### src/design/spi_defines.svh
`ifndef SPI_DEFINES_SVH
`define SPI_DEFINES_SVH

// ~~~~~~~~~~~~~~~~~~~~~~~~~~~~~~~~~~~~~~~~
// widths.
`define SPI_DATA_W 8 // one byte per transfer and per bus access.
`define SPI_ADDR_W 2
`define SPI_DIV_W 3 // prescaler select field.
`define SPI_CNT_W 4 // bit counters in the shift engine.

// ~~~~~~~~~~~~~~~~~~~~~~~~~~~~~~~~~~~~~~~~
// register map.
`define SPI_ADDR_CTRL 2'd0
`define SPI_ADDR_STAT 2'd1
`define SPI_ADDR_DATA 2'd2 // write to send, read to receive.

// control bits, divider sits in bits 2..0.
`define SPI_CTRL_EN 7
`define SPI_CTRL_CPOL 6
`define SPI_CTRL_CPHA 5
`define SPI_CTRL_IE 4
`define SPI_CTRL_RSVD 3 // always reads zero.

// status bits, the rest read zero.
`define SPI_STAT_TXE 0
`define SPI_STAT_RXNE 1
`define SPI_STAT_BUSY 2

`endif

### src/design/spi_pkg.sv
`include "spi_defines.svh"

package spi_pkg;

	// ~~~~~~~~~~~~~~~~~~~~~~~~~~~~~~~~~~~~~~~~
	// vector types.
	typedef logic [`SPI_DATA_W-1:0] spi_data_t; // data byte and bus word.
	typedef logic [`SPI_ADDR_W-1:0] spi_addr_t;
	typedef logic [`SPI_DIV_W-1:0] spi_div_t; // half period is 2**(div+1) cycles.
	typedef logic [`SPI_CNT_W-1:0] spi_bit_cnt_t;

	// ~~~~~~~~~~~~~~~~~~~~~~~~~~~~~~~~~~~~~~~~
	// shift engine states.
	typedef enum logic [1:0] {
		st_idle, // no transfer.
		st_lead, // waiting for the leading sck edge.
		st_trail // waiting for the trailing sck edge.
	} spi_shift_state_t;

endpackage

### src/design/spi_wb_regs.sv
`timescale 1ns/100ps
`include "spi_defines.svh"

module spi_wb_regs (
	input logic sys,
	input logic n_sh_reset,
	input logic wb_cyc,
	input logic wb_stb,
	input logic wb_we,
	input spi_pkg::spi_addr_t wb_adr,
	input spi_pkg::spi_data_t wb_dat_w,
	output spi_pkg::spi_data_t wb_dat_r,
	output logic wb_ack,
	input logic tx_take,
	input logic rx_strobe,
	input spi_pkg::spi_data_t rx_byte,
	input logic busy,
	output logic tx_valid,
	output spi_pkg::spi_data_t tx_byte,
	output logic en,
	output logic cpol,
	output logic cpha,
	output spi_pkg::spi_div_t div,
	output logic interrupt
);
	import spi_pkg::*;

	spi_data_t ctrl;
	spi_data_t stat;
	spi_data_t tx_buf;
	spi_data_t rx_buf;
	spi_data_t rd_mux;
	logic access;
	logic wr;
	logic rd;
	logic wr_dat;
	logic rd_dat;
	logic txe;
	logic rxne;

	// ~~~~~~~~~~~~~~~~~~~~~~~~~~~~~~~~~~~~~~~~
	// bus decode.
	assign access = wb_cyc & wb_stb & ~wb_ack; // no new access while acking.
	assign wr = access & wb_we;
	assign rd = access & ~wb_we;
	assign wr_dat = wr & (wb_adr == `SPI_ADDR_DATA);
	assign rd_dat = rd & (wb_adr == `SPI_ADDR_DATA);

	always_ff @(posedge sys) begin
		if (!n_sh_reset)
			wb_ack <= 1'b0;
		else
			wb_ack <= access;
	end

	always_comb begin
		stat = '0;
		stat[`SPI_STAT_TXE] = txe;
		stat[`SPI_STAT_RXNE] = rxne;
		stat[`SPI_STAT_BUSY] = busy;
	end

	always_comb begin
		case (wb_adr)
			`SPI_ADDR_CTRL: rd_mux = ctrl;
			`SPI_ADDR_STAT: rd_mux = stat;
			`SPI_ADDR_DATA: rd_mux = rx_buf;
			default: rd_mux = '0;
		endcase
	end

	// read data lands with the ack.
	always_ff @(posedge sys) begin
		if (rd)
			wb_dat_r <= rd_mux;
	end

	// ~~~~~~~~~~~~~~~~~~~~~~~~~~~~~~~~~~~~~~~~
	// control and transmit side.
	always_ff @(posedge sys) begin
		if (!n_sh_reset) begin
			ctrl <= '0;
		end else if (wr && wb_adr == `SPI_ADDR_CTRL) begin
			ctrl <= wb_dat_w;
			ctrl[`SPI_CTRL_RSVD] <= 1'b0;
		end
	end

	always_ff @(posedge sys) begin
		if (wr_dat)
			tx_buf <= wb_dat_w; // overwrites a byte still waiting.
	end

	always_ff @(posedge sys) begin
		if (!n_sh_reset)
			txe <= 1'b1;
		else if (!en)
			txe <= 1'b1; // disabled core drops the waiting byte.
		else if (wr_dat)
			txe <= 1'b0; // new byte beats a take in the same cycle.
		else if (tx_take)
			txe <= 1'b1;
	end

	// ~~~~~~~~~~~~~~~~~~~~~~~~~~~~~~~~~~~~~~~~
	// receive side and interrupt.
	always_ff @(posedge sys) begin
		if (rx_strobe)
			rx_buf <= rx_byte;
	end

	always_ff @(posedge sys) begin
		if (!n_sh_reset)
			rxne <= 1'b0;
		else if (rx_strobe)
			rxne <= 1'b1; // arriving byte wins over the read.
		else if (rd_dat)
			rxne <= 1'b0;
	end

	always_ff @(posedge sys) begin
		if (!n_sh_reset)
			interrupt <= 1'b0;
		else
			interrupt <= rxne & ctrl[`SPI_CTRL_IE];
	end

	assign tx_valid = ~txe;
	assign tx_byte = tx_buf;
	assign en = ctrl[`SPI_CTRL_EN];
	assign cpol = ctrl[`SPI_CTRL_CPOL];
	assign cpha = ctrl[`SPI_CTRL_CPHA];
	assign div = ctrl[`SPI_DIV_W-1:0];

	// a held strobe must see a gap before its next ack.
	ack_single: assert property (
		@(posedge sys) disable iff (!n_sh_reset)
		wb_ack |=> !wb_ack
	);

endmodule

### src/design/spi_shifter.sv
`timescale 1ns/100ps
`include "spi_defines.svh"

module spi_shifter (
	input logic sys,
	input logic n_sh_reset,
	input logic en,
	input logic cpha,
	input logic tx_valid,
	input spi_pkg::spi_data_t tx_byte,
	input logic lead_edge,
	input logic trail_edge,
	input logic miso_bit,
	output logic tx_take,
	output logic rx_strobe,
	output spi_pkg::spi_data_t rx_byte,
	output logic busy,
	output logic run,
	output logic mosi_bit,
	output logic ss_active
);
	import spi_pkg::*;

	localparam spi_bit_cnt_t LAST_BIT = spi_bit_cnt_t'(`SPI_DATA_W - 1);

	spi_shift_state_t state;
	spi_data_t tx_sh;
	spi_data_t rx_sh;
	spi_bit_cnt_t bit_cnt; // trailing edges seen in this transfer.
	spi_bit_cnt_t rx_cnt; // bits sampled into rx_sh.
	logic sample_edge;
	logic advance_edge;
	logic final_edge;
	logic load;
	logic smp_pend;
	logic mosi_q;

	assign run = (state != st_idle);
	assign ss_active = run;
	assign sample_edge = run & (cpha ? trail_edge : lead_edge);
	assign advance_edge = run & (cpha ? lead_edge : trail_edge);
	assign final_edge = (state == st_trail) & trail_edge & (bit_cnt == LAST_BIT);
	assign load = en & tx_valid & (~run | final_edge); // reload back to back.
	assign tx_take = load;
	assign busy = run | smp_pend | rx_strobe; // held until the byte is handed on.
	assign mosi_bit = mosi_q;
	assign rx_byte = rx_sh;

	// ~~~~~~~~~~~~~~~~~~~~~~~~~~~~~~~~~~~~~~~~
	// edge sequencing.
	always_ff @(posedge sys) begin
		if (!n_sh_reset || !en) begin
			state <= st_idle;
			bit_cnt <= '0;
		end else if (load) begin
			state <= st_lead;
			bit_cnt <= '0;
		end else begin
			case (state)
				st_lead: if (lead_edge) state <= st_trail;
				st_trail: if (trail_edge) begin
					bit_cnt <= bit_cnt + 1'b1;
					state <= final_edge ? st_idle : st_lead;
				end
				default: state <= st_idle;
			endcase
		end
	end

	// transmit, MSB first. mode 0/2 shows the first bit at load.
	always_ff @(posedge sys) begin
		if (!n_sh_reset)
			mosi_q <= 1'b0;
		else if (load)
			mosi_q <= tx_byte[`SPI_DATA_W-1];
		else if (advance_edge)
			mosi_q <= tx_sh[`SPI_DATA_W-1];
	end

	always_ff @(posedge sys) begin
		if (load)
			tx_sh <= cpha ? tx_byte : {tx_byte[`SPI_DATA_W-2:0], 1'b0};
		else if (advance_edge)
			tx_sh <= {tx_sh[`SPI_DATA_W-2:0], 1'b0};
	end

	// ~~~~~~~~~~~~~~~~~~~~~~~~~~~~~~~~~~~~~~~~
	// receive. sample one cycle after the edge pulse,
	// which covers the sck register and the miso sync delay.
	always_ff @(posedge sys) begin
		if (!n_sh_reset || !en) begin
			smp_pend <= 1'b0;
			rx_cnt <= '0;
			rx_strobe <= 1'b0;
		end else begin
			smp_pend <= sample_edge;
			rx_strobe <= smp_pend & (rx_cnt == LAST_BIT);
			if (smp_pend)
				rx_cnt <= (rx_cnt == LAST_BIT) ? '0 : rx_cnt + 1'b1;
		end
	end

	always_ff @(posedge sys) begin
		if (smp_pend)
			rx_sh <= {rx_sh[`SPI_DATA_W-2:0], miso_bit};
	end

	// a take always starts a fresh transfer in the next cycle.
	take_legal: assert property (
		@(posedge sys) disable iff (!n_sh_reset || !en)
		tx_take |-> (state == st_idle || final_edge) ##1 (state == st_lead)
	);

endmodule

### src/design/spi_serial_port.sv
`timescale 1ns/100ps
`include "spi_defines.svh"

module spi_serial_port (
	input logic sys,
	input logic n_sh_reset,
	input logic en,
	input logic cpol,
	input spi_pkg::spi_div_t div,
	input logic run,
	input logic mosi_bit,
	input logic ss_active,
	input logic miso,
	output logic lead_edge,
	output logic trail_edge,
	output logic miso_bit,
	output logic sck,
	output logic mosi,
	output logic ss_n
);

	localparam int PRE_W = 1 << `SPI_DIV_W; // covers the largest half period.

	logic [PRE_W-1:0] pre_cnt;
	logic [PRE_W-1:0] pre_mask;
	logic active;
	logic tick;
	logic phase; // high between leading and trailing edge.
	logic miso_meta;

	// ~~~~~~~~~~~~~~~~~~~~~~~~~~~~~~~~~~~~~~~~
	// prescaler and edge pulses.
	assign active = en & run;
	assign pre_mask = {PRE_W{1'b1}} >> ((PRE_W - 1) - div); // 2**(div+1) - 1.
	assign tick = active & (pre_cnt == pre_mask);
	assign lead_edge = tick & ~phase;
	assign trail_edge = tick & phase;

	always_ff @(posedge sys) begin
		if (!n_sh_reset || !active) begin
			pre_cnt <= '0;
			phase <= 1'b0;
		end else begin
			pre_cnt <= tick ? '0 : pre_cnt + 1'b1;
			if (tick)
				phase <= ~phase;
		end
	end

	// ~~~~~~~~~~~~~~~~~~~~~~~~~~~~~~~~~~~~~~~~
	// pins.
	always_ff @(posedge sys) begin
		if (!n_sh_reset) begin
			sck <= 1'b0;
			mosi <= 1'b0;
			ss_n <= 1'b1;
		end else begin
			sck <= cpol ^ (phase ^ tick); // idles at cpol.
			mosi <= mosi_bit;
			ss_n <= ~ss_active;
		end
	end

	// two-flop sync on miso.
	always_ff @(posedge sys) begin
		miso_meta <= miso;
		miso_bit <= miso_meta;
	end

	edges_apart: assert property (
		@(posedge sys) disable iff (!n_sh_reset)
		!(lead_edge && trail_edge)
	);

endmodule

### src/design/spi_master.sv
`timescale 1ns/100ps

module spi_master (
	input logic sys,
	input logic n_sh_reset,
	input logic wb_cyc,
	input logic wb_stb,
	input logic wb_we,
	input spi_pkg::spi_addr_t wb_adr,
	input spi_pkg::spi_data_t wb_dat_w,
	output spi_pkg::spi_data_t wb_dat_r,
	output logic wb_ack,
	output logic interrupt,
	input logic miso,
	output logic sck,
	output logic mosi,
	output logic ss_n
);
	import spi_pkg::*;

	// register side to shifter.
	logic tx_valid;
	logic tx_take;
	logic rx_strobe;
	logic busy;
	spi_data_t tx_byte;
	spi_data_t rx_byte;

	// control fields.
	logic en;
	logic cpol;
	logic cpha;
	spi_div_t div;

	// shifter to pins.
	logic lead_edge;
	logic trail_edge;
	logic miso_bit;
	logic run;
	logic mosi_bit;
	logic ss_active;

	spi_wb_regs i_spi_wb_regs (
		.sys(sys),
		.n_sh_reset(n_sh_reset),
		.wb_cyc(wb_cyc),
		.wb_stb(wb_stb),
		.wb_we(wb_we),
		.wb_adr(wb_adr),
		.wb_dat_w(wb_dat_w),
		.wb_dat_r(wb_dat_r),
		.wb_ack(wb_ack),
		.tx_take(tx_take),
		.rx_strobe(rx_strobe),
		.rx_byte(rx_byte),
		.busy(busy),
		.tx_valid(tx_valid),
		.tx_byte(tx_byte),
		.en(en),
		.cpol(cpol),
		.cpha(cpha),
		.div(div),
		.interrupt(interrupt)
	);

	spi_shifter i_spi_shifter (
		.sys(sys),
		.n_sh_reset(n_sh_reset),
		.en(en),
		.cpha(cpha),
		.tx_valid(tx_valid),
		.tx_byte(tx_byte),
		.lead_edge(lead_edge),
		.trail_edge(trail_edge),
		.miso_bit(miso_bit),
		.tx_take(tx_take),
		.rx_strobe(rx_strobe),
		.rx_byte(rx_byte),
		.busy(busy),
		.run(run),
		.mosi_bit(mosi_bit),
		.ss_active(ss_active)
	);

	spi_serial_port i_spi_serial_port (
		.sys(sys),
		.n_sh_reset(n_sh_reset),
		.en(en),
		.cpol(cpol),
		.div(div),
		.run(run),
		.mosi_bit(mosi_bit),
		.ss_active(ss_active),
		.miso(miso),
		.lead_edge(lead_edge),
		.trail_edge(trail_edge),
		.miso_bit(miso_bit),
		.sck(sck),
		.mosi(mosi),
		.ss_n(ss_n)
	);

endmodule

### config.mk
export PLATFORM = sky130hd
export DESIGN_NAME = spi_master
export DESIGN_NICKNAME = d
export VERILOG_FILES = /design/src/design/spi_pkg.sv /design/src/design/spi_wb_regs.sv /design/src/design/spi_shifter.sv /design/src/design/spi_serial_port.sv /design/src/design/spi_master.sv
export VERILOG_INCLUDE_DIRS = /design/src /design/src/design
export SDC_FILE = /design/constraint.sdc
export NUM_CORES = 1
export LEC_CHECK = 0
export ABC_AREA = 0
export CAP_MARGIN = 20
export CELL_PAD_IN_SITES_DETAIL_PLACEMENT = 0
export CELL_PAD_IN_SITES_GLOBAL_PLACEMENT = 1
export CORE_ASPECT_RATIO = 1.4
export CORE_UTILIZATION = 54
export CTS_CLUSTER_SIZE = 8
export DETAILED_ROUTE_END_ITERATION = 8
export DONT_BUFFER_PORTS = 1
export PLACE_DENSITY_LB_ADDON = 0.1
export SYNTH_ARGS = -nofsm -noshare
export SYNTH_HDL_FRONTEND = slang
export SYNTH_SLANG_ARGS = --single-unit
### constraint.sdc
create_clock -name sys -period 4.51 [get_ports sys]
set_input_delay 0.902 -clock sys [delete_from_list [all_inputs] [get_ports sys]]
set_output_delay 0.902 -clock sys [all_outputs]
set_load 0.02 [all_outputs]
==> run_results.csv, run 1 <==
group,metric,value,unit
status,status,"completed",
critical_path,crit_type,"reg -> reg",
routing,vias,1903,
yosys,synthCells,270,
global_routing,grt-ovfl-total,0,
routing,via_per_inst,5.47,
global_routing,grt_usage,0.202,
sta,hold_viol,0,
sta,final_max_slew_viol_count,0,
sta,setup_viol,0,
placed_design,place.gp.congestion,0.760,
global_routing,grt_util_met1,0.239,
sta,max_freq,324,MHz
global_routing,globalRouteMet2Util,0.333,
critical_path,crit_family,"simple AND/OR/NAND/NOR gates",
critical_path,critPathMaxStageDelay,420,ps
global_routing,antenna_found_initial,0,
critical_path,startpoint_type,"register",
yosys,synthArstFlopShare,0,
routing,dr.first_iter.drc_count,110,
pwr,p_comb_frac,0.012,
yosys,syn_avg_cell_area,11.7,µm²
critical_path,crit_chain,"or3_1 -> a211oi_1 -> o22ai_1 -> nor2_1 -> ha_1 -> nand3b_1 -> nor3_1 -> o21ai_1 -> buf_4 -> o21ai_0 -> buf_4",
pwr,p_int,0.959,mW
clock_network,cts_sinks,78,
sta,period_share,0.684,
global_routing,grt_pass1_vias,1846,
pwr,p_sw_frac,0.224,
floorplanning,core,0.00557,mm²
cells_and_area,final_cell_mix,"40 x edfxtp_1, 38 x dfxtp_1, 28 x nor2_1, 24 x mux2i_1, 24 x nand2_1",
sta,fin_skew,8.53,ps
sta,setup_slack,1430,ps
routing,drc,0,
routing,wl,5510,µm
clock_network,cts_buffers,9,
critical_path,critPathRequiredTime,4560,ps
routing,ant_nets,0,
pwr,switchingPower,0.276,mW
min_path,hp-class,"reg -> reg",
global_routing,grt_pass1_wl,8910,µm
clock_network,clockBufferDepth,2,
cells_and_area,finish.utilization,0.608,
placed_design,port_buffers,0,
yosys,yosysTopAreaCell,"edfxtp_1",
pwr,power,1.24,mW
yosys,synth-seq-area-share,0.624,
cells_and_area,diodes,0,
yosys,syn_area,0.00315,mm²
clock_network,h-tree-depth,3,
yosys,ys_top_cells_by_area,"edfxtp_1 38%, dfxtp_1 24%, mux2i_1 7.6%",
routing,dr.pass1.iters,4,
floorplanning,design.die.area,0.00614,mm²
cells_and_area,nets,296,
clock_network,clk_latency,340,ps
cells_and_area,multi_input_area,0.00111,mm²
yosys,syn_nets,291,
yosys,ys.flop_type,"edfxtp_1",
pwr,clkPwrFrac,0.380,
clock_network,clkTransAtPathRegs,80,ps
run,maxCapViolCount,0,
yosys,post_synth_num_cell_types,38,
global_routing,grt.met3_usage,0.0419,
global_routing,busiest_layer,"met2",
pwr,seq_power_share,0.607,
floorplanning,initial_utilization,0.565,
clock_network,cts_tree,"built",
cells_and_area,layout_commonest_cell,"edfxtp_1",
cells_and_area,fillers,497,
yosys,synth_top_area_frac,0.382,
clock_network,cts_resized,0,
routing,wl_per_cell,15.8,µm
clock_network,hold_buffers,0,
critical_path,crit_buf_inv,2,
yosys,synth_edf_count,40,
pwr,power_density,365,mW/mm²
sta,fin_crit,3080,ps
cells_and_area,drive_gt1_frac,0.0786,
clock_network,cts-root-buf,"clkbuf_8",
floorplanning,fp.dieH,92.3,µm
floorplanning,num_rows,32,
global_routing,grt_max_degree,22,
clock_network,cts_setup_buffers,0,
placed_design,dp_slack,1190,ps
cells_and_area,syn_to_final_growth,7.60,%
cells_and_area,register_area,0.00196,mm²
yosys,ys_seq_elements,78,
yosys,ys_warn_count,0,
placed_design,dp_hpwl,3870,µm
critical_path,reg2reg_slack,1430,ps
sta,relSlewSlack,0.576,
critical_path,arrival,3130,ps
floorplanning,ios,29,
critical_path,critPathMaxFanout,18,
pwr,vdd_ir_drop_max,0.241,mV
pwr,leakage,1.20,nW
critical_path,cp_common_cell,"buf_4",
floorplanning,die_x,66.5,µm
sta,worstMarginPinSlew,635,ps
critical_path,cp-end-kind,"register",
critical_path,cp_slowest_cell,"dfxtp_1",
sta,tns,0,ps
sta,rsz0062_at_grt,"no",
==> metal layers <==
layer  share of wire  vias to the layer above
met1            0.44                      909
met3           0.022                        9
li1                -                      968
met4           0.019                        0
met5               0                        -
met2            0.52                       17
==> synthesized netlist by cell type (4+ instances only) <==
master,count
a21oi_1,7
clkbuf_1,6
mux2i_1,24
inv_1,4
edfxtp_1,40
nor3_1,6
nand2_1,24
or3_1,4
nor2_1,28
ha_1,5
o21ai_0,18
nand3_1,10
dfxtp_1,38
xor2_1,12
nor2b_1,11
==> area by class of cell <==
cell class | instances | area share
clock buffer | 9 | 0.0366
clock inverter | 7 | 0.0166
inverter | 4 | 0.00444
multi-input combinational | 178 | 0.329
sequential | 78 | 0.580
tap | 68 | 0.0251
timing repair buffer | 4 | 0.00887
==> state kept, by name, summed over array words and instances (netlist names), 2 cells and up <==
| signal | cells |
|---|---|
| i_spi_serial_port.pre_cnt | 8 |
| i_spi_wb_regs.rx_buf | 8 |
| i_spi_shifter.tx_sh | 8 |
| i_spi_shifter.rx_cnt | 4 |
| i_spi_shifter.state | 2 |
| i_spi_shifter.bit_cnt | 4 |
| i_spi_shifter.rx_byte | 8 |
| i_spi_wb_regs.wb_dat_r | 8 |
| i_spi_wb_regs.tx_byte | 8 |
| i_spi_wb_regs.ctrl | 7 |
==> cells by family (layout without fill, tap and decap cells) <==
family,count (synthesis),after routing,synth area share
compound gates,32,32,0.0569
buf+inv,14,24,0.0227
flops,78,78,0.624
xor+xnor,14,14,0.0390
fa+ha+maj,5,5,0.0199
simple gates,103,103,0.162
mux,24,24,0.0764
==> worst register-to-register path: stages, from the launching register on <==
cell and delay (ps):
dfxtp_1 420, or3_1 390, a211oi_1 230, o22ai_1 180, nor2_1 170, ha_1 260
nand3b_1 170, nor3_1 270, o21ai_1 190, buf_4 240, o21ai_0 90, buf_4 190
==> power groups by stage <==
stage	sequential, mW	combinational [mW]	clock [mW]
5_1_grt	0.751	0.0168	0.509
4_1_cts	0.751	0.0153	0.485
6_report	0.751	0.0151	0.470
3_5_place_dp	0.767	0.0153	0
3_3_place_gp	0.767	0.0149	0
2_1_floorplan	0.765	0.0164	0
==> through the flow <==
step | hold slack [ps] | cell area [µm²] | instances
floorplan | 310 | 3150 | 270
global placement | 320 | 3200 | 331
detailed placement | 326 | 3200 | 331
CTS | 347 | 3380 | 347
global route | 357 | 3380 | 348
finish | 344 | 3380 | 348
==> worst paths after layout <==
kind / from / endpoint / cells after the start
setup / recovery: i_spi_wb_regs.ctrl[2]$_SDFFE_PN0P_ / i_spi_shifter.tx_sh[5]$_DFFE_PP_ / 11
hold / removal: i_spi_serial_port.miso_meta$_DFF_P_ / i_spi_serial_port.miso_bit$_DFF_P_ / 0
setup reg to reg: i_spi_wb_regs.ctrl[2]$_SDFFE_PN0P_ / i_spi_shifter.tx_sh[5]$_DFFE_PP_ / 11
hold reg to reg: i_spi_serial_port.miso_meta$_DFF_P_ / i_spi_serial_port.miso_bit$_DFF_P_ / 0
Note: power is estimated with default switching activity, not from simulation.
==> run 2, diff against run 1 <==
Settings changed: CORE_UTILIZATION 54 to 50.
Clock period 4.51 ns to 3.05 ns, I/O delays scaled along.
==> run_results.csv, run 2 (same netlist as run 1, synthesis figures left out) <==
group,metric,value,unit
global_routing,grt.met3_usage,0.0377,
routing,vias,1913,
global_routing,grt_usage,0.185,
sta,rsz0062_at_grt,"no",
routing,wl_per_cell,16.1,µm
clock_network,clk_latency,350,ps
cells_and_area,drive_gt1_frac,0.0954,
cells_and_area,layout_commonest_cell,"edfxtp_1",
clock_network,cts_buffers,9,
pwr,power,1.86,mW
cells_and_area,diodes,0,
global_routing,grt_pass1_wl,9180,µm
global_routing,grt-ovfl-total,0,
pwr,leakage,1.21,nW
routing,ant_nets,0,
routing,drc,0,
cells_and_area,nets,299,
floorplanning,num_rows,33,
global_routing,grt_pass1_vias,1895,
clock_network,clockBufferDepth,2,
pwr,power_density,544,mW/mm²
routing,dr.pass1.iters,4,
critical_path,critPathRequiredTime,3140,ps
run,maxCapViolCount,0,
sta,hold_viol,0,
floorplanning,initial_utilization,0.529,
critical_path,arrival,2840,ps
global_routing,busiest_layer,"met2",
routing,wl,5680,µm
clock_network,h-tree-depth,3,
global_routing,globalRouteMet2Util,0.315,
clock_network,cts_tree,"built",
routing,dr.first_iter.drc_count,79,
sta,setup_viol,0,
pwr,vdd_ir_drop_max,0.347,mV
critical_path,regToRegStartpoint,"i_spi_wb_regs.ctrl[2]$_SDFFE_PN0P_",
sta,fin_skew,10.5,ps
sta,fin_crit,2760,ps
global_routing,grt_max_degree,19,
placed_design,dp_hpwl,4060,µm
placed_design,port_buffers,0,
sta,max_freq,363,MHz
clock_network,cts_setup_buffers,0,
global_routing,grt_util_met1,0.218,
critical_path,startpoint_type,"register",
critical_path,crit_type,"reg -> reg",
sta,worstMarginPinSlew,591,ps
min_path,worstHoldStart,"miso",
routing,via_per_inst,5.42,
sta,relSlewSlack,0.606,
critical_path,critPathMaxFanout,18,
floorplanning,design.die.area,0.00662,mm²
global_routing,antenna_found_initial,0,
clock_network,clkTransAtPathRegs,90,ps
floorplanning,die_x,69.0,µm
min_path,hp-class,"in -> reg",
floorplanning,fp.dieH,95.9,µm
floorplanning,core,0.00595,mm²
sta,final_max_slew_viol_count,0,
cells_and_area,finish.utilization,0.576,
critical_path,cp-end-kind,"register",
cells_and_area,fillers,560,
floorplanning,ios,29,
sta,tns,0,ps
placed_design,place.gp.congestion,0.723,
cells_and_area,syn_to_final_growth,8.87,%
clock_network,cts_sinks,78,
cells_and_area,final_cell_mix,"40 x edfxtp_1, 38 x dfxtp_1, 28 x nor2_1, 24 x mux2i_1, 24 x nand2_1",
clock_network,cts-root-buf,"clkbuf_8",
status,status,"completed",
sta,period_share,0.903,
sta,timing.hold.ws,276,ps
critical_path,critPathLaunch,"i_spi_wb_regs.ctrl[2]$_SDFFE_PN0P_",
==> run 2: changes by cell type in the layout (fill, tap and decap cells not counted), sizes merged <==
cell | previous run | this run
clkinv | 3 | 1
clkinvlp | 1 | 2
inv | 7 | 8
buf | 4 | 7
==> run 2: metrics by stage <==
| stage | setup slack (ps) | std cells | cell area [µm²] |
|---|---|---|---|
| floorplan | 116 | 270 | 3150 |
| global placement | 305 | 337 | 3230 |
| detailed placement | 157 | 337 | 3230 |
| CTS | 151 | 353 | 3420 |
| global route | 33.9 | 353 | 3420 |
| finish | 294 | 353 | 3420 |
==> run 2: critical path, stage by stage (launching register included) <==
cell	delay [ps]
dfxtp_1	420
or4_1	510
mux2i_1	140
o22ai_1	130
nor2_1	180
ha_2	240
nand3b_1	170
nor3_2	200
o21ai_1	140
buf_4	210
nand2_1	70
o21ai_0	80
==> run 2: area by class of cell <==
class,instances,area [µm²],area share
Tap cell,70,87.6,0.0256
Multi-Input combinational cell,178,1120,0.327
Sequential cell,78,1960,0.573
Clock buffer,9,124,0.0362
Timing Repair Buffer,7,52.6,0.0153
Inverter,4,15.0,0.00438
Clock inverter,7,63.8,0.0186
==> run 2: metal layers <==
metal | part of all wire | up-vias
met5 | 0 | -
met4 | 0.029 | 0
met3 | 0.033 | 17
li1 | - | 965
met2 | 0.49 | 38
met1 | 0.44 | 893
==> run 2: worst paths after layout <==
check,cells past startpoint,slack (ps),to
setup reg to reg,11,290,i_spi_shifter.tx_sh[4]$_DFFE_PP_
hold reg to reg,0,340,i_spi_serial_port.miso_bit$_DFF_P_
setup / recovery,11,290,i_spi_shifter.tx_sh[4]$_DFFE_PP_
hold / removal,0,280,i_spi_serial_port.miso_meta$_DFF_P_
==> run 2: what timing repair did <==
| item | in CTS | in global routing |
|---|---|---|
| gates resized for setup | 0 | 2 |
| hold buffers | 0 | 0 |
| endpoints found under the setup margin | 0 | 17 |
==> run 2: report_power, final <==
part	switching (mW)	leakage (nW)	internal [mW]
registers	0.00804	0.675	1.10
logic	0.0111	0.446	0.0124
clock network	0.416	0.0903	0.314
total	0.435	1.21	1.43
==> run 3, diff against run 2 <==
Settings changed: CORE_UTILIZATION 50 to 51, SYNTH_HIERARCHICAL from default to 1.
Clock period 3.05 ns to 3 ns, I/O delays scaled along.
==> run_results.csv, run 3 <==
group,metric,value,unit
status,status,"completed",
yosys,ys_top_cells_by_area,"edfxtp_1 36%, dfxtp_1 23%, mux2i_1 5.4%",
critical_path,cp_slowest_cell,"dfxtp_1",
cells_and_area,finish.utilization,0.579,
min_path,hold_end,"i_spi_serial_port/miso_meta$_DFF_P_",
clock_network,clkTransAtPathRegs,80,ps
global_routing,grt_pass1_wl,9580,µm
sta,max_freq,354,MHz
yosys,syn_nets,294,
pwr,power_density,556,mW/mm²
placed_design,placed_cells,339,
critical_path,arrival,2920,ps
cells_and_area,drive_gt1_frac,0.187,
yosys,ys.flop_type,"edfxtp_1",
floorplanning,die_x,70.4,µm
cells_and_area,layout_commonest_cell,"edfxtp_1",
yosys,synth-seq-area-share,0.587,
critical_path,critPathRequiredTime,3100,ps
sta,final_max_slew_viol_count,0,
cells_and_area,nets,299,
critical_path,crit_type,"reg -> reg",
cells_and_area,instances_no_fill,355,
floorplanning,design.die.area,0.00689,mm²
placed_design,port_buffers,0,
critical_path,crit_buf_inv,1,
floorplanning,num_rows,34,
min_path,hp-class,"in -> reg",
routing,ant_nets,0,
clock_network,hold_buffers,0,
critical_path,rr_worst_depth,9,
sta,tns,0,ps
yosys,ys_warn_count,6,
global_routing,grt_usage,0.184,
critical_path,regToRegStartpoint,"i_spi_wb_regs/ctrl[2]$_SDFFE_PN0P_",
critical_path,crit_family,"compound AO/OA/AOI/OAI gates",
run,maxCapViolCount,0,
clock_network,cts_sinks,78,
sta,setup_viol,0,
yosys,post_synth_num_cell_types,51,
yosys,synth_common_cells,"40 x edfxtp_1, 38 x dfxtp_1, 30 x nand2_1",
yosys,syn_area,0.00334,mm²
clock_network,clk_latency,340,ps
global_routing,grt_pass1_vias,1961,
critical_path,critPathMaxFanout,14,
routing,dr.pass1.iters,4,
cells_and_area,diodes,0,
yosys,ys_seq_elements,78,
routing,wl_per_cell,15.8,µm
cells_and_area,final_cell_mix,"40 x edfxtp_1, 36 x dfxtp_1, 30 x nand2_1, 18 x mux2i_1, 18 x nor2_1",
floorplanning,core,0.00625,mm²
critical_path,crit_chain,"o21ai_2 -> xnor2_1 -> a2111o_1 -> nor3_2 -> ha_2 -> nand4b_1 -> a211o_2 -> inv_6 -> mux2_2",
critical_path,reg2reg_slack,170,ps
routing,dr.first_iter.drc_count,122,
cells_and_area,syn_to_final_growth,8.23,%
sta,worstMarginPinSlew,661,ps
pwr,leakage,1.28,nW
clock_network,cts-root-buf,"clkbuf_8",
yosys,yosysTopAreaCell,"edfxtp_1",
global_routing,grt-ovfl-total,0,
placed_design,dp_hpwl,3930,µm
min_path,worstHoldStart,"miso",
yosys,synthCells,273,
global_routing,antenna_found_initial,0,
sta,relSlewSlack,0.557,
global_routing,grt_max_degree,24,
critical_path,startpoint_type,"register",
clock_network,clockBufferDepth,2,
clock_network,cts_setup_buffers,0,
routing,via_per_inst,5.49,
critical_path,cp-end-kind,"register",
sta,timing.hold.ws,281,ps
sta,rsz0062_at_grt,"no",
routing,vias,1949,
routing,drc,0,
clock_network,cts_buffers,9,
floorplanning,initial_utilization,0.535,
yosys,synthArstFlopShare,0,
yosys,synth_top_area_frac,0.359,
sta,hold_viol,0,
clock_network,h-tree-depth,3,
sta,period_share,0.942,
min_path,hold_depth,0,
pwr,vdd_ir_drop_max,0.282,mV
clock_network,cts_tree,"built",
critical_path,r2r_end,"i_spi_shifter/tx_sh[7]$_DFFE_PP_",
yosys,syn_avg_cell_area,12.3,µm²
placed_design,place.gp.congestion,0.763,
clock_network,cts_resized,0,
yosys,synth_edf_count,40,
critical_path,critPathMaxStageDelay,470,ps
sta,fin_skew,7.79,ps
floorplanning,fp.dieH,97.8,µm
floorplanning,ios,29,
routing,wl,5610,µm
sta,fin_crit,2830,ps
yosys,yosysMostFrequentCell,"edfxtp_1",
run 3: cell types whose count changed after synthesis, moves of 3 or more:
cell	previous run	this run
clkbuf_1	6	3
nand2_1	24	30
mux2_2	0	12
mux2i_1	24	18
nor2b_1	11	2
mux2_4	0	3
xor2_1	12	7
nand3_1	10	6
nor2_1	28	18
buf_4	0	5
xnor2_1	2	5
o21ai_0	18	5
run 3: stage by stage:
step                power, mW  setup slack, ps  area [µm²]
finish                   2.01              174        3620
global route             2.09             23.7        3620
CTS                      2.04             66.4        3610
detailed placement       1.18             81.7        3390
global placement         1.18              120        3390
floorplan                1.18             56.3        3350
run 3: routing by layer:
| metal | wire (µm) | up-vias | global-route usage |
|---|---|---|---|
| met5 | 0 | - | 0 |
| met4 | 83 | 0 | 0.0692 |
| met3 | 247 | 6 | 0.0691 |
| met2 | 2770 | 34 | 0.291 |
| met1 | 2510 | 915 | 0.228 |
| li1 | - | 994 | - |
run 3: power by group:
group / switching (mW) / internal [mW] / total (mW)
logic: 0.0124 / 0.0138 / 0.0262
clock network: 0.367 / 0.493 / 0.860
registers: 0.00749 / 1.12 / 1.13
total: 0.387 / 1.63 / 2.01
run 3: how the worst max path moves through the flow:
stage	start	end	slack [ps]	cells after the start
global route	i_spi_wb_regs/ctrl[2]$_SDFFE_PN0P_	i_spi_shifter/tx_sh[7]$_DFFE_PP_	20	10
floorplan	i_spi_shifter/state[1]$_SDFFE_PP0P_	i_spi_shifter/tx_sh[1]$_DFFE_PP_	60	11
detailed placement	i_spi_wb_regs/ctrl[1]$_SDFFE_PN0P_	i_spi_shifter/tx_sh[7]$_DFFE_PP_	80	9
global placement	i_spi_wb_regs/ctrl[1]$_SDFFE_PN0P_	i_spi_shifter/tx_sh[5]$_DFFE_PP_	120	9
finish	i_spi_wb_regs/ctrl[2]$_SDFFE_PN0P_	i_spi_shifter/tx_sh[7]$_DFFE_PP_	170	9
CTS	i_spi_wb_regs/ctrl[1]$_SDFFE_PN0P_	i_spi_shifter/tx_sh[7]$_DFFE_PP_	70	9
run 3: cells by family (layout without fill, tap and decap cells):
| group | count (synthesis) | count (layout) | synth area share |
|---|---|---|---|
| AO/OA/AOI/OAI | 27 | 27 | 0.0569 |
| XOR/XNOR | 12 | 12 | 0.0314 |
| adder cells (fa/ha/maj) | 5 | 5 | 0.0187 |
| buffers and inverters | 20 | 30 | 0.0404 |
| flip-flops | 78 | 78 | 0.587 |
| multiplexers | 33 | 33 | 0.108 |
| AND/OR/NAND/NOR | 98 | 98 | 0.158 |
run 3: worst reg2reg max path: stages (launching register included):
cell and delay (ps):
dfxtp_1 470, o21ai_2 100, xnor2_1 130, a2111o_1 410, nor3_2 240, ha_2 210, nand4b_1 110, a211o_2 420
inv_6 150, mux2_2 350
run 3: final cells by class:
class | count | area (µm²)
inverters | 6 | 27.5
clock buffers | 11 | 141
fillers | 529 | 2630
clock inverters | 5 | 81.3
multi-input cells | 175 | 1250
repair buffers | 8 | 60.1
well taps | 72 | 90.1
flip-flops and latches | 78 | 1960
